## src/opll_bus_pkg.sv

```systemverilog
package opll_bus_pkg;

	localparam int BUS_W = 8;

	// upper address nibble of the channel register groups
	localparam logic [3:0] GRP_FNUM_LO = 4'h1;
	localparam logic [3:0] GRP_FNUM_HI = 4'h2;
	localparam logic [3:0] GRP_INST    = 4'h3;

	// custom instrument multiplier registers
	localparam logic [BUS_W-1:0] ADDR_CUST_MOD = 8'h00;
	localparam logic [BUS_W-1:0] ADDR_CUST_CAR = 8'h01;

	// latched address byte, read raw or as group and channel
	typedef union packed
	{
		logic [BUS_W-1:0] raw;
		struct packed
		{
			logic [3:0] grp;
			logic [3:0] chan;
		} addr;
	} bus_word_u;

endpackage

```

## src/opll_voice_pkg.sv

```systemverilog
package opll_voice_pkg;

	localparam int FNUM_W   = 9;
	localparam int BLK_W    = 3;
	localparam int MULT_W   = 4;
	localparam int INST_W   = 4;
	localparam int PHASE_W  = 19;
	localparam int PG_OUT_W = 10;
	localparam int SLOT_W   = 5;
	localparam int CH_W     = 4;

	// twice the frequency multiple, so that code 0 gives one half
	localparam logic [MULT_W:0] MULT_X2_TABLE [16] = '{
		5'd1,  5'd2,  5'd4,  5'd6,
		5'd8,  5'd10, 5'd12, 5'd14,
		5'd16, 5'd18, 5'd20, 5'd20,
		5'd24, 5'd24, 5'd30, 5'd30
	};

	// {modulator, carrier} multiplier codes per instrument
	// entry 0 is unused, instrument 0 takes the custom registers
	localparam logic [2*MULT_W-1:0] INST_MULT_ROM [16] = '{
		8'h00,
		8'h11,
		8'h31,
		8'h31,
		8'h11,
		8'h21,
		8'h12,
		8'h11,
		8'h31,
		8'h11,
		8'h11,
		8'h31,
		8'h71,
		8'h10,
		8'h11,
		8'h11
	};

endpackage

```

## src/opll_bus_write.sv

```systemverilog
`timescale 1ns/1ps

module opll_bus_write
#(
	parameter int NUM_CHANNELS = 9
)
(
	input  logic                              MCLK,
	input  logic                              rst_n,
	input  logic                              cs_n,
	input  logic                              we_n,
	input  logic                              a0,
	input  logic [opll_bus_pkg::BUS_W-1:0]    data_in,
	output logic                              cust_mod_wr,
	output logic                              cust_car_wr,
	output logic                              fnum_lo_wr,
	output logic                              fnum_hi_wr,
	output logic                              inst_wr,
	output logic [opll_voice_pkg::CH_W-1:0]   wr_chan,
	output logic [opll_bus_pkg::BUS_W-1:0]    wr_data
);
	import opll_bus_pkg::*;

	bus_word_u addr_q;
	logic      wr_en;
	logic      data_wr;
	logic      chan_ok;

	assign wr_en   = ~cs_n & ~we_n;
	assign data_wr = wr_en & a0;
	// channel groups only exist for populated channels
	assign chan_ok = int'(addr_q.addr.chan) < NUM_CHANNELS;

	always_ff @(posedge MCLK or negedge rst_n)
	begin
		if (!rst_n)
		begin
			addr_q.raw  <= '0;
			cust_mod_wr <= 1'b0;
			cust_car_wr <= 1'b0;
			fnum_lo_wr  <= 1'b0;
			fnum_hi_wr  <= 1'b0;
			inst_wr     <= 1'b0;
		end
		else
		begin
			if (wr_en && !a0)
				addr_q.raw <= data_in;
			// at most one strobe per data write
			cust_mod_wr <= data_wr && (addr_q.raw == ADDR_CUST_MOD);
			cust_car_wr <= data_wr && (addr_q.raw == ADDR_CUST_CAR);
			fnum_lo_wr  <= data_wr && chan_ok && (addr_q.addr.grp == GRP_FNUM_LO);
			fnum_hi_wr  <= data_wr && chan_ok && (addr_q.addr.grp == GRP_FNUM_HI);
			inst_wr     <= data_wr && chan_ok && (addr_q.addr.grp == GRP_INST);
		end
	end

	always_ff @(posedge MCLK)
	begin
		if (data_wr)
		begin
			wr_chan <= addr_q.addr.chan;
			wr_data <= data_in;
		end
	end

endmodule

```

## src/opll_slot_seq.sv

```systemverilog
`timescale 1ns/1ps

module opll_slot_seq
#(
	parameter int NUM_CHANNELS = 9
)
(
	input  logic                              MCLK,
	input  logic                              rst_n,
	output logic [opll_voice_pkg::SLOT_W-1:0] slot,
	output logic [opll_voice_pkg::CH_W-1:0]   chan,
	output logic                              is_car
);
	import opll_voice_pkg::*;

	localparam logic [SLOT_W-1:0] LAST_SLOT = SLOT_W'(2 * NUM_CHANNELS - 1);

	always_ff @(posedge MCLK or negedge rst_n)
	begin
		if (!rst_n)
			slot <= '0;
		else if (slot == LAST_SLOT)
			slot <= '0;
		else
			slot <= slot + SLOT_W'(1);
	end

	// even slots modulate, odd slots carry
	assign chan   = CH_W'(slot >> 1);
	assign is_car = slot[0];

endmodule

```

## src/opll_reg_file.sv

```systemverilog
`timescale 1ns/1ps

module opll_reg_file
#(
	parameter int NUM_CHANNELS = 9
)
(
	input  logic                              MCLK,
	input  logic                              rst_n,
	input  logic                              cust_mod_wr,
	input  logic                              cust_car_wr,
	input  logic                              fnum_lo_wr,
	input  logic                              fnum_hi_wr,
	input  logic                              inst_wr,
	input  logic [opll_voice_pkg::CH_W-1:0]   wr_chan,
	input  logic [opll_bus_pkg::BUS_W-1:0]    wr_data,
	input  logic [opll_voice_pkg::CH_W-1:0]   chan,
	output logic [opll_voice_pkg::MULT_W-1:0] cust_mod_mult,
	output logic [opll_voice_pkg::MULT_W-1:0] cust_car_mult,
	output logic [opll_voice_pkg::FNUM_W-1:0] ch_fnum,
	output logic [opll_voice_pkg::BLK_W-1:0]  ch_blk,
	output logic                              ch_key_on,
	output logic [opll_voice_pkg::INST_W-1:0] ch_inst
);
	import opll_voice_pkg::*;

	logic [MULT_W-1:0] cust_mod_q;
	logic [MULT_W-1:0] cust_car_q;
	logic [FNUM_W-2:0] fnum_lo_q [NUM_CHANNELS];
	logic              fnum8_q   [NUM_CHANNELS];
	logic [BLK_W-1:0]  blk_q     [NUM_CHANNELS];
	logic              key_q     [NUM_CHANNELS];
	logic [INST_W-1:0] inst_q    [NUM_CHANNELS];

	always_ff @(posedge MCLK or negedge rst_n)
	begin
		if (!rst_n)
		begin
			cust_mod_q <= '0;
			cust_car_q <= '0;
			for (int i = 0; i < NUM_CHANNELS; i++)
			begin
				fnum_lo_q[i] <= '0;
				fnum8_q[i]   <= 1'b0;
				blk_q[i]     <= '0;
				key_q[i]     <= 1'b0;
				inst_q[i]    <= '0;
			end
		end
		else
		begin
			if (cust_mod_wr)
				cust_mod_q <= wr_data[MULT_W-1:0];
			if (cust_car_wr)
				cust_car_q <= wr_data[MULT_W-1:0];
			if (fnum_lo_wr)
				fnum_lo_q[wr_chan] <= wr_data[FNUM_W-2:0];
			// 0x20 group: key-on, block, fnum msb
			if (fnum_hi_wr)
			begin
				key_q[wr_chan]   <= wr_data[4];
				blk_q[wr_chan]   <= wr_data[BLK_W:1];
				fnum8_q[wr_chan] <= wr_data[0];
			end
			// instrument sits in the upper nibble
			if (inst_wr)
				inst_q[wr_chan] <= wr_data[7:8-INST_W];
		end
	end

	assign cust_mod_mult = cust_mod_q;
	assign cust_car_mult = cust_car_q;
	assign ch_fnum       = {fnum8_q[chan], fnum_lo_q[chan]};
	assign ch_blk        = blk_q[chan];
	assign ch_key_on     = key_q[chan];
	assign ch_inst       = inst_q[chan];

endmodule

```

## src/opll_operator_select.sv

```systemverilog
`timescale 1ns/1ps

module opll_operator_select
(
	input  logic                              MCLK,
	input  logic                              rst_n,
	input  logic [opll_voice_pkg::SLOT_W-1:0] slot,
	input  logic                              is_car,
	input  logic [opll_voice_pkg::MULT_W-1:0] cust_mod_mult,
	input  logic [opll_voice_pkg::MULT_W-1:0] cust_car_mult,
	input  logic [opll_voice_pkg::FNUM_W-1:0] ch_fnum,
	input  logic [opll_voice_pkg::BLK_W-1:0]  ch_blk,
	input  logic                              ch_key_on,
	input  logic [opll_voice_pkg::INST_W-1:0] ch_inst,
	output logic [opll_voice_pkg::SLOT_W-1:0] s1_slot,
	output logic [opll_voice_pkg::MULT_W:0]   s1_mult_x2,
	output logic [opll_voice_pkg::FNUM_W-1:0] s1_fnum,
	output logic [opll_voice_pkg::BLK_W-1:0]  s1_blk,
	output logic                              s1_key_on,
	output logic                              s1_valid
);
	import opll_voice_pkg::*;

	logic [2*MULT_W-1:0] rom_entry;
	logic [MULT_W-1:0]   mult_code;

	always_comb
	begin
		rom_entry = INST_MULT_ROM[ch_inst];
		// instrument 0 is the user patch
		if (ch_inst == '0)
			mult_code = is_car ? cust_car_mult : cust_mod_mult;
		else
			mult_code = is_car ? rom_entry[MULT_W-1:0] : rom_entry[2*MULT_W-1:MULT_W];
	end

	always_ff @(posedge MCLK or negedge rst_n)
	begin
		if (!rst_n)
			s1_valid <= 1'b0;
		else
			s1_valid <= 1'b1;
	end

	always_ff @(posedge MCLK)
	begin
		s1_slot    <= slot;
		s1_mult_x2 <= MULT_X2_TABLE[mult_code];
		s1_fnum    <= ch_fnum;
		s1_blk     <= ch_blk;
		s1_key_on  <= ch_key_on;
	end

endmodule

```

## src/opll_phase_gen.sv

```systemverilog
`timescale 1ns/1ps

module opll_phase_gen
#(
	parameter int NUM_CHANNELS = 9
)
(
	input  logic                                MCLK,
	input  logic                                rst_n,
	input  logic [opll_voice_pkg::SLOT_W-1:0]   s1_slot,
	input  logic [opll_voice_pkg::MULT_W:0]     s1_mult_x2,
	input  logic [opll_voice_pkg::FNUM_W-1:0]   s1_fnum,
	input  logic [opll_voice_pkg::BLK_W-1:0]    s1_blk,
	input  logic                                s1_key_on,
	input  logic                                s1_valid,
	output logic [opll_voice_pkg::SLOT_W-1:0]   slot_out,
	output logic [opll_voice_pkg::PG_OUT_W-1:0] phase_out,
	output logic                                out_valid
);
	import opll_voice_pkg::*;

	localparam int NUM_SLOTS = 2 * NUM_CHANNELS;
	// fnum shifted by the largest block
	localparam int SH_W      = FNUM_W + (1 << BLK_W) - 1;
	localparam int PROD_W    = SH_W + MULT_W + 1;

	logic [PHASE_W-1:0] phase_mem [NUM_SLOTS];
	logic               key_hist  [NUM_SLOTS];
	logic [SH_W-1:0]    fnum_sh;
	logic [PROD_W-1:0]  prod;
	logic [PHASE_W-1:0] phase_inc;
	logic               key_edge;
	logic [PHASE_W-1:0] phase_nxt;

	always_comb
	begin
		fnum_sh   = SH_W'(s1_fnum) << s1_blk;
		prod      = PROD_W'(fnum_sh) * PROD_W'(s1_mult_x2);
		// halve to undo the x2 table, wrap at 2^19
		phase_inc = prod[PHASE_W:1];
		key_edge  = s1_key_on & ~key_hist[s1_slot];
		phase_nxt = key_edge ? '0 : phase_mem[s1_slot] + phase_inc;
	end

	always_ff @(posedge MCLK or negedge rst_n)
	begin
		if (!rst_n)
		begin
			out_valid <= 1'b0;
			for (int i = 0; i < NUM_SLOTS; i++)
			begin
				phase_mem[i] <= '0;
				key_hist[i]  <= 1'b0;
			end
		end
		else
		begin
			out_valid <= s1_valid;
			if (s1_valid)
			begin
				phase_mem[s1_slot] <= phase_nxt;
				key_hist[s1_slot]  <= s1_key_on;
			end
		end
	end

	always_ff @(posedge MCLK)
	begin
		if (s1_valid)
		begin
			slot_out  <= s1_slot;
			phase_out <= phase_nxt[PHASE_W-1:PHASE_W-PG_OUT_W];
		end
	end

endmodule

```

## src/opll_top.sv

```systemverilog
`timescale 1ns/1ps

module opll_top
#(
	parameter int NUM_CHANNELS = 9
)
(
	input  logic                                MCLK,
	input  logic                                rst_n,
	input  logic                                cs_n,
	input  logic                                we_n,
	input  logic                                a0,
	input  logic [opll_bus_pkg::BUS_W-1:0]      data_in,
	output logic [opll_voice_pkg::SLOT_W-1:0]   slot_out,
	output logic [opll_voice_pkg::PG_OUT_W-1:0] phase_out,
	output logic                                out_valid
);
	import opll_bus_pkg::*;
	import opll_voice_pkg::*;

	logic              cust_mod_wr;
	logic              cust_car_wr;
	logic              fnum_lo_wr;
	logic              fnum_hi_wr;
	logic              inst_wr;
	logic [CH_W-1:0]   wr_chan;
	logic [BUS_W-1:0]  wr_data;

	logic [SLOT_W-1:0] slot;
	logic [CH_W-1:0]   chan;
	logic              is_car;

	logic [MULT_W-1:0] cust_mod_mult;
	logic [MULT_W-1:0] cust_car_mult;
	logic [FNUM_W-1:0] ch_fnum;
	logic [BLK_W-1:0]  ch_blk;
	logic              ch_key_on;
	logic [INST_W-1:0] ch_inst;

	logic [SLOT_W-1:0] s1_slot;
	logic [MULT_W:0]   s1_mult_x2;
	logic [FNUM_W-1:0] s1_fnum;
	logic [BLK_W-1:0]  s1_blk;
	logic              s1_key_on;
	logic              s1_valid;

	opll_bus_write #(
		.NUM_CHANNELS(NUM_CHANNELS)
	) u_bus_write (
		.MCLK(MCLK), .rst_n(rst_n), .cs_n(cs_n), .we_n(we_n), .a0(a0), .data_in(data_in),
		.cust_mod_wr(cust_mod_wr), .cust_car_wr(cust_car_wr), .fnum_lo_wr(fnum_lo_wr),
		.fnum_hi_wr(fnum_hi_wr), .inst_wr(inst_wr), .wr_chan(wr_chan), .wr_data(wr_data)
	);

	opll_slot_seq #(
		.NUM_CHANNELS(NUM_CHANNELS)
	) u_slot_seq (
		.MCLK(MCLK), .rst_n(rst_n), .slot(slot), .chan(chan), .is_car(is_car)
	);

	opll_reg_file #(
		.NUM_CHANNELS(NUM_CHANNELS)
	) u_reg_file (
		.MCLK(MCLK), .rst_n(rst_n), .cust_mod_wr(cust_mod_wr), .cust_car_wr(cust_car_wr),
		.fnum_lo_wr(fnum_lo_wr), .fnum_hi_wr(fnum_hi_wr), .inst_wr(inst_wr),
		.wr_chan(wr_chan), .wr_data(wr_data), .chan(chan),
		.cust_mod_mult(cust_mod_mult), .cust_car_mult(cust_car_mult), .ch_fnum(ch_fnum),
		.ch_blk(ch_blk), .ch_key_on(ch_key_on), .ch_inst(ch_inst)
	);

	opll_operator_select u_operator_select (
		.MCLK(MCLK), .rst_n(rst_n), .slot(slot), .is_car(is_car),
		.cust_mod_mult(cust_mod_mult), .cust_car_mult(cust_car_mult), .ch_fnum(ch_fnum),
		.ch_blk(ch_blk), .ch_key_on(ch_key_on), .ch_inst(ch_inst),
		.s1_slot(s1_slot), .s1_mult_x2(s1_mult_x2), .s1_fnum(s1_fnum), .s1_blk(s1_blk),
		.s1_key_on(s1_key_on), .s1_valid(s1_valid)
	);

	opll_phase_gen #(
		.NUM_CHANNELS(NUM_CHANNELS)
	) u_phase_gen (
		.MCLK(MCLK), .rst_n(rst_n), .s1_slot(s1_slot), .s1_mult_x2(s1_mult_x2),
		.s1_fnum(s1_fnum), .s1_blk(s1_blk), .s1_key_on(s1_key_on), .s1_valid(s1_valid),
		.slot_out(slot_out), .phase_out(phase_out), .out_valid(out_valid)
	);

endmodule

```

## config.mk

```make
export PLATFORM = sky130hd
export DESIGN_NAME = opll_top
export DESIGN_NICKNAME = d
export VERILOG_FILES = /design/src/opll_bus_pkg.sv /design/src/opll_voice_pkg.sv /design/src/opll_bus_write.sv /design/src/opll_slot_seq.sv /design/src/opll_reg_file.sv /design/src/opll_operator_select.sv /design/src/opll_phase_gen.sv /design/src/opll_top.sv
export SDC_FILE = /design/constraint.sdc
export NUM_CORES = 1
export LEC_CHECK = 0
export ABC_AREA = 0
export ABC_CLOCK_PERIOD_IN_PS = 18900
export BUFFER_PORTS_ARGS = -buffer_cell sky130_fd_sc_hd__clkbuf_2
export CAP_MARGIN = 30
export CORE_MARGIN = 4
export CORE_UTILIZATION = 45
export DETAILED_ROUTE_END_ITERATION = 16
export GPL_TIMING_DRIVEN = 0
export PLACE_DENSITY = 0.6
export SLEW_MARGIN = 20
export SYNTH_ARGS = -nofsm -noshare
export SYNTH_HDL_FRONTEND = slang
export SYNTH_HIERARCHICAL = 1
export SYNTH_SLANG_ARGS = --single-unit
```

## constraint.sdc

```tcl
create_clock -name MCLK -period 18.9 [get_ports MCLK]
set_clock_uncertainty 0.05 [all_clocks]
set_input_delay 3.78 -clock MCLK [delete_from_list [all_inputs] [get_ports MCLK]]
set_output_delay 3.78 -clock MCLK [all_outputs]
set_load 0.005 [all_outputs]
```

==> results.yml <==
run:
  drv_cap: 0
cts:
  post_cts_resized: 0
  clock_sinks: 591
  cts_inserted_buffers: 66
  h-tree-depth: 3
  hold_buffers: 0
  cts_tree: "yes"
  clk_pin_slew_worst_paths_ns: 0.06
  cts.root.buffer_cell: "clkbuf_16"
  clock_latency_ns: 0.61
  post_cts_buffers: 0
  clk_path_buf_depth: 3
detailed_routing:
  avgViaCountPerCell: 5.787
  dr_total_vias: 21230
  wl_per_cell_um: 21.46
  drtIter0Drc: 2069
  wl_um: 78710
  ant_nets: 0
  dr.pass1.iters: 5
  drc_errors: 0
power:
  ir_worst_vdd_mv: 0.06596
  power_frac_seq: 0.486
  combPwrFrac: 0.050
  p_switching_mw: 0.6382
  swShare: 0.2323
  pwr-share-clk: 0.464
  p_int_mw: 2.109
  power_leakage_nw: 14.82
  powerDensity_mw_per_mm2: 83.60
global_routing:
  grt_first_pass_wirelength_um: 125000
  grt_pass1_vias: 21800
  grt-ovfl-total: 0
  grt_usage: 0.2264
  grt_max_degree: 93
  antenna_found_initial: 0
logic_synthesis:
  synth.area.top_cells: "dfrtp_1 46%, mux2_2 8.5%, mux4_2 7.3%"
  yosys-top-cells-count: "561 x nand2_1, 541 x dfrtp_1, 328 x o21ai_0"
  netlist.area_leader.share: 0.4626
  ys_types: 77
  yosys.cell_count.top_type: "nand2_1"
  synth_seq_cells: 591
  ys.flop_type: "dfrtp_1"
  async_flop_share: 0.9154
  synth_seq_area_share: 0.5060
  syn_area_mm2: 0.02927
  yosys_warnings: 6
  yosysTopAreaCell: "dfrtp_1"
  avgSynthCellArea_um2: 11.01
  synth-edff-count: 27
  synth.net_count: 2768
  syn_inst: 2658
critical_path:
  arrival_ns: 8.69
  endpoint_kind: "flop"
  crit_path_max_fanout: 10
  required_ns: 19.38
  path_class: "flop to flop"
  cp-start-kind: "flop"
outcome:
  status: "completed"
floorplan:
  die_w_um: 263.0
  io_pins: 29
  start_util: 0.4540
  die_area_mm2: 0.06918
  fp-row-count: 93
  chipHeight_um: 263.0
  core_mm2: 0.06446
timing:
  tightest_slew_ns: 1.015
  post-route-period-util: 0.4343
  fin_crit_ns: 8.208
  rsz0062_at_grt: "no"
  fmax_mhz: 121.8
  report.final.slew_viol_count: 0
  max-slew-margin-rel: 0.3233
  finalSetupTns_ns: 0
  finalSetupViolCount: 0
  hold_viol: 0
cells_and_area:
  fin_area_mm2: 0.03286
  antennaDiodeCount: 0
  drive_gt1_frac: 0.1873
  syn_to_final_growth_pct: 12.28
  nNetsFinal: 2873
min_path:
  hp-class: "flop to flop"
placed_design:
  hpwl_um: 57830
  port_buffers: 28
  place_congestion: 0.8668
  place_area_mm2: 0.03067
==> path summary, 6_finish.rpt <==
kind                                              start                          to  cells after the start  slack (ns)
max in group asynchronous                         rst_n       u_reg_file/inst_q[14]                      4       14.04
min                        u_operator_select/s1_slot[0]     u_phase_gen/slot_out[0]                      0        0.39
min reg2reg                u_operator_select/s1_slot[0]     u_phase_gen/slot_out[0]                      0        0.39
min in group asynchronous                         rst_n  u_phase_gen/phase_mem[259]                      1        3.11
max                         u_operator_select/s1_blk[0]  u_phase_gen/phase_mem[284]                     26       10.69
max reg2reg                 u_operator_select/s1_blk[0]  u_phase_gen/phase_mem[284]                     26       10.69
==> cell usage in the layout (no fill, tap or decap), drive strengths merged, types with 19 or more instances in the layout <==
cell type / count
nand2: 561
dfrtp: 541
o21ai: 329
clkbuf: 249
mux2: 222
nor2: 98
mux4: 96
inv: 91
buf: 60
ha: 55
fa: 42
a21oi: 41
nor2b: 38
mux2i: 32
edfxtp: 27
and2: 27
xnor2: 24
dfxtp: 23
a31oi: 20
o31ai: 19
==> cells by family (layout without fill, tap and decap cells) <==
logic type	count (synthesis)	after routing	share of synthesized area
AOI/OAI and AO/OA	506	506	0.1027
buffers and inverters	261	416	0.03728
muxes	350	350	0.1705
DFF	591	591	0.5060
xor gates and xnor gates	31	31	0.009277
other	1	1	0.0001281
adders and majority gates	97	97	0.05224
and+or+nand+nor	821	821	0.1218
==> power by group through the flow <==
stage               Sequential, mW  Clock [mW]  Combinational [mW]
CTS                           1.34        1.30               0.139
global route                  1.34        1.35               0.154
finish                        1.34        1.27               0.137
global placement              1.36           0               0.129
floorplan                     1.35           0              0.0803
detailed placement            1.36           0               0.139
==> registers in the layout (all words and copies together), names as in the netlist, 3 cells and up <==
signal / flops
u_phase_gen/phase_mem: 342
u_reg_file/fnum_lo_q: 72
u_reg_file/inst_q: 36
u_reg_file/blk_q: 27
u_phase_gen/key_hist: 18
u_phase_gen/phase_out: 10
u_operator_select/s1_fnum: 9
u_reg_file/fnum8_q: 9
u_reg_file/key_q: 9
u_bus_write/addr_q: 8
u_bus_write/wr_data: 8
u_operator_select/s1_mult_x2: 5
u_operator_select/s1_slot: 5
u_phase_gen/slot_out: 5
u_slot_seq/slot: 5
u_bus_write/wr_chan: 4
u_reg_file/cust_car_mult: 4
u_reg_file/cust_mod_mult: 4
u_operator_select/s1_blk: 3
==> critical path, stage by stage (launching register included) <==
cell      delay [ns]
dfxtp_1         0.36
clkbuf_1        0.43
mux2i_1         0.19
mux2_2          0.31
nor2_1          0.25
nand2_1         0.11
fa_1            0.49
fa_1            0.52
fa_1            0.55
inv_1           0.05
ha_1            0.34
nor2b_1         0.15
o21ai_0         0.24
a21boi_0        0.21
o311a_1         0.38
o41ai_1         0.45
o21bai_1        0.16
xor2_1          0.17
ha_1            0.35
and3_1          0.21
nand3_1         0.09
o31ai_1         0.48
a21oi_1         0.15
a21oi_1         0.25
nand3_1         0.56
buf_4           0.46
a31oi_4         0.15
==> per-layer routing <==
metal / GRT usage / vias to the layer above / part of all wire
met5: 0 / - / 0
met4: 0.05770 / 0 / 0.024
met3: 0.04028 / 119 / 0.067
met2: 0.3597 / 735 / 0.47
met1: 0.3260 / 10930 / 0.44
li1: - / 9441 / -
==> area by class of cell <==
type                            instances  area [µm²]
Clock inverter                         18       231.5
Fill cell                            5735       31600
Inverter                               89       334.1
Timing Repair Buffer                   37       335.3
Clock buffer                          100        1949
Sequential cell                       591       14810
Tap cell                              855        1070
Buffer                                172       758.2
Multi-Input combinational cell       1806       13370
==> stage by stage <==
stage | total power, mW | setup WS, ns | instances | hold slack (ns) | util
6_report | 2.747 | 10.69 | 3668 | 0.3864 | 0.5097
5_1_grt | 2.846 | 10.26 | 3668 | 0.4107 | 0.5097
4_1_cts | 2.771 | 10.76 | 3666 | 0.3890 | 0.5096
3_5_place_dp | 1.497 | 10.79 | 3548 | 0.3629 | 0.4758
3_3_place_gp | 1.487 | 1.989 | 3541 | 0.3647 | 0.4728
2_1_floorplan | 1.430 | 12.15 | 2658 | 0.3529 | -
(Power assumes the default switching activity.)
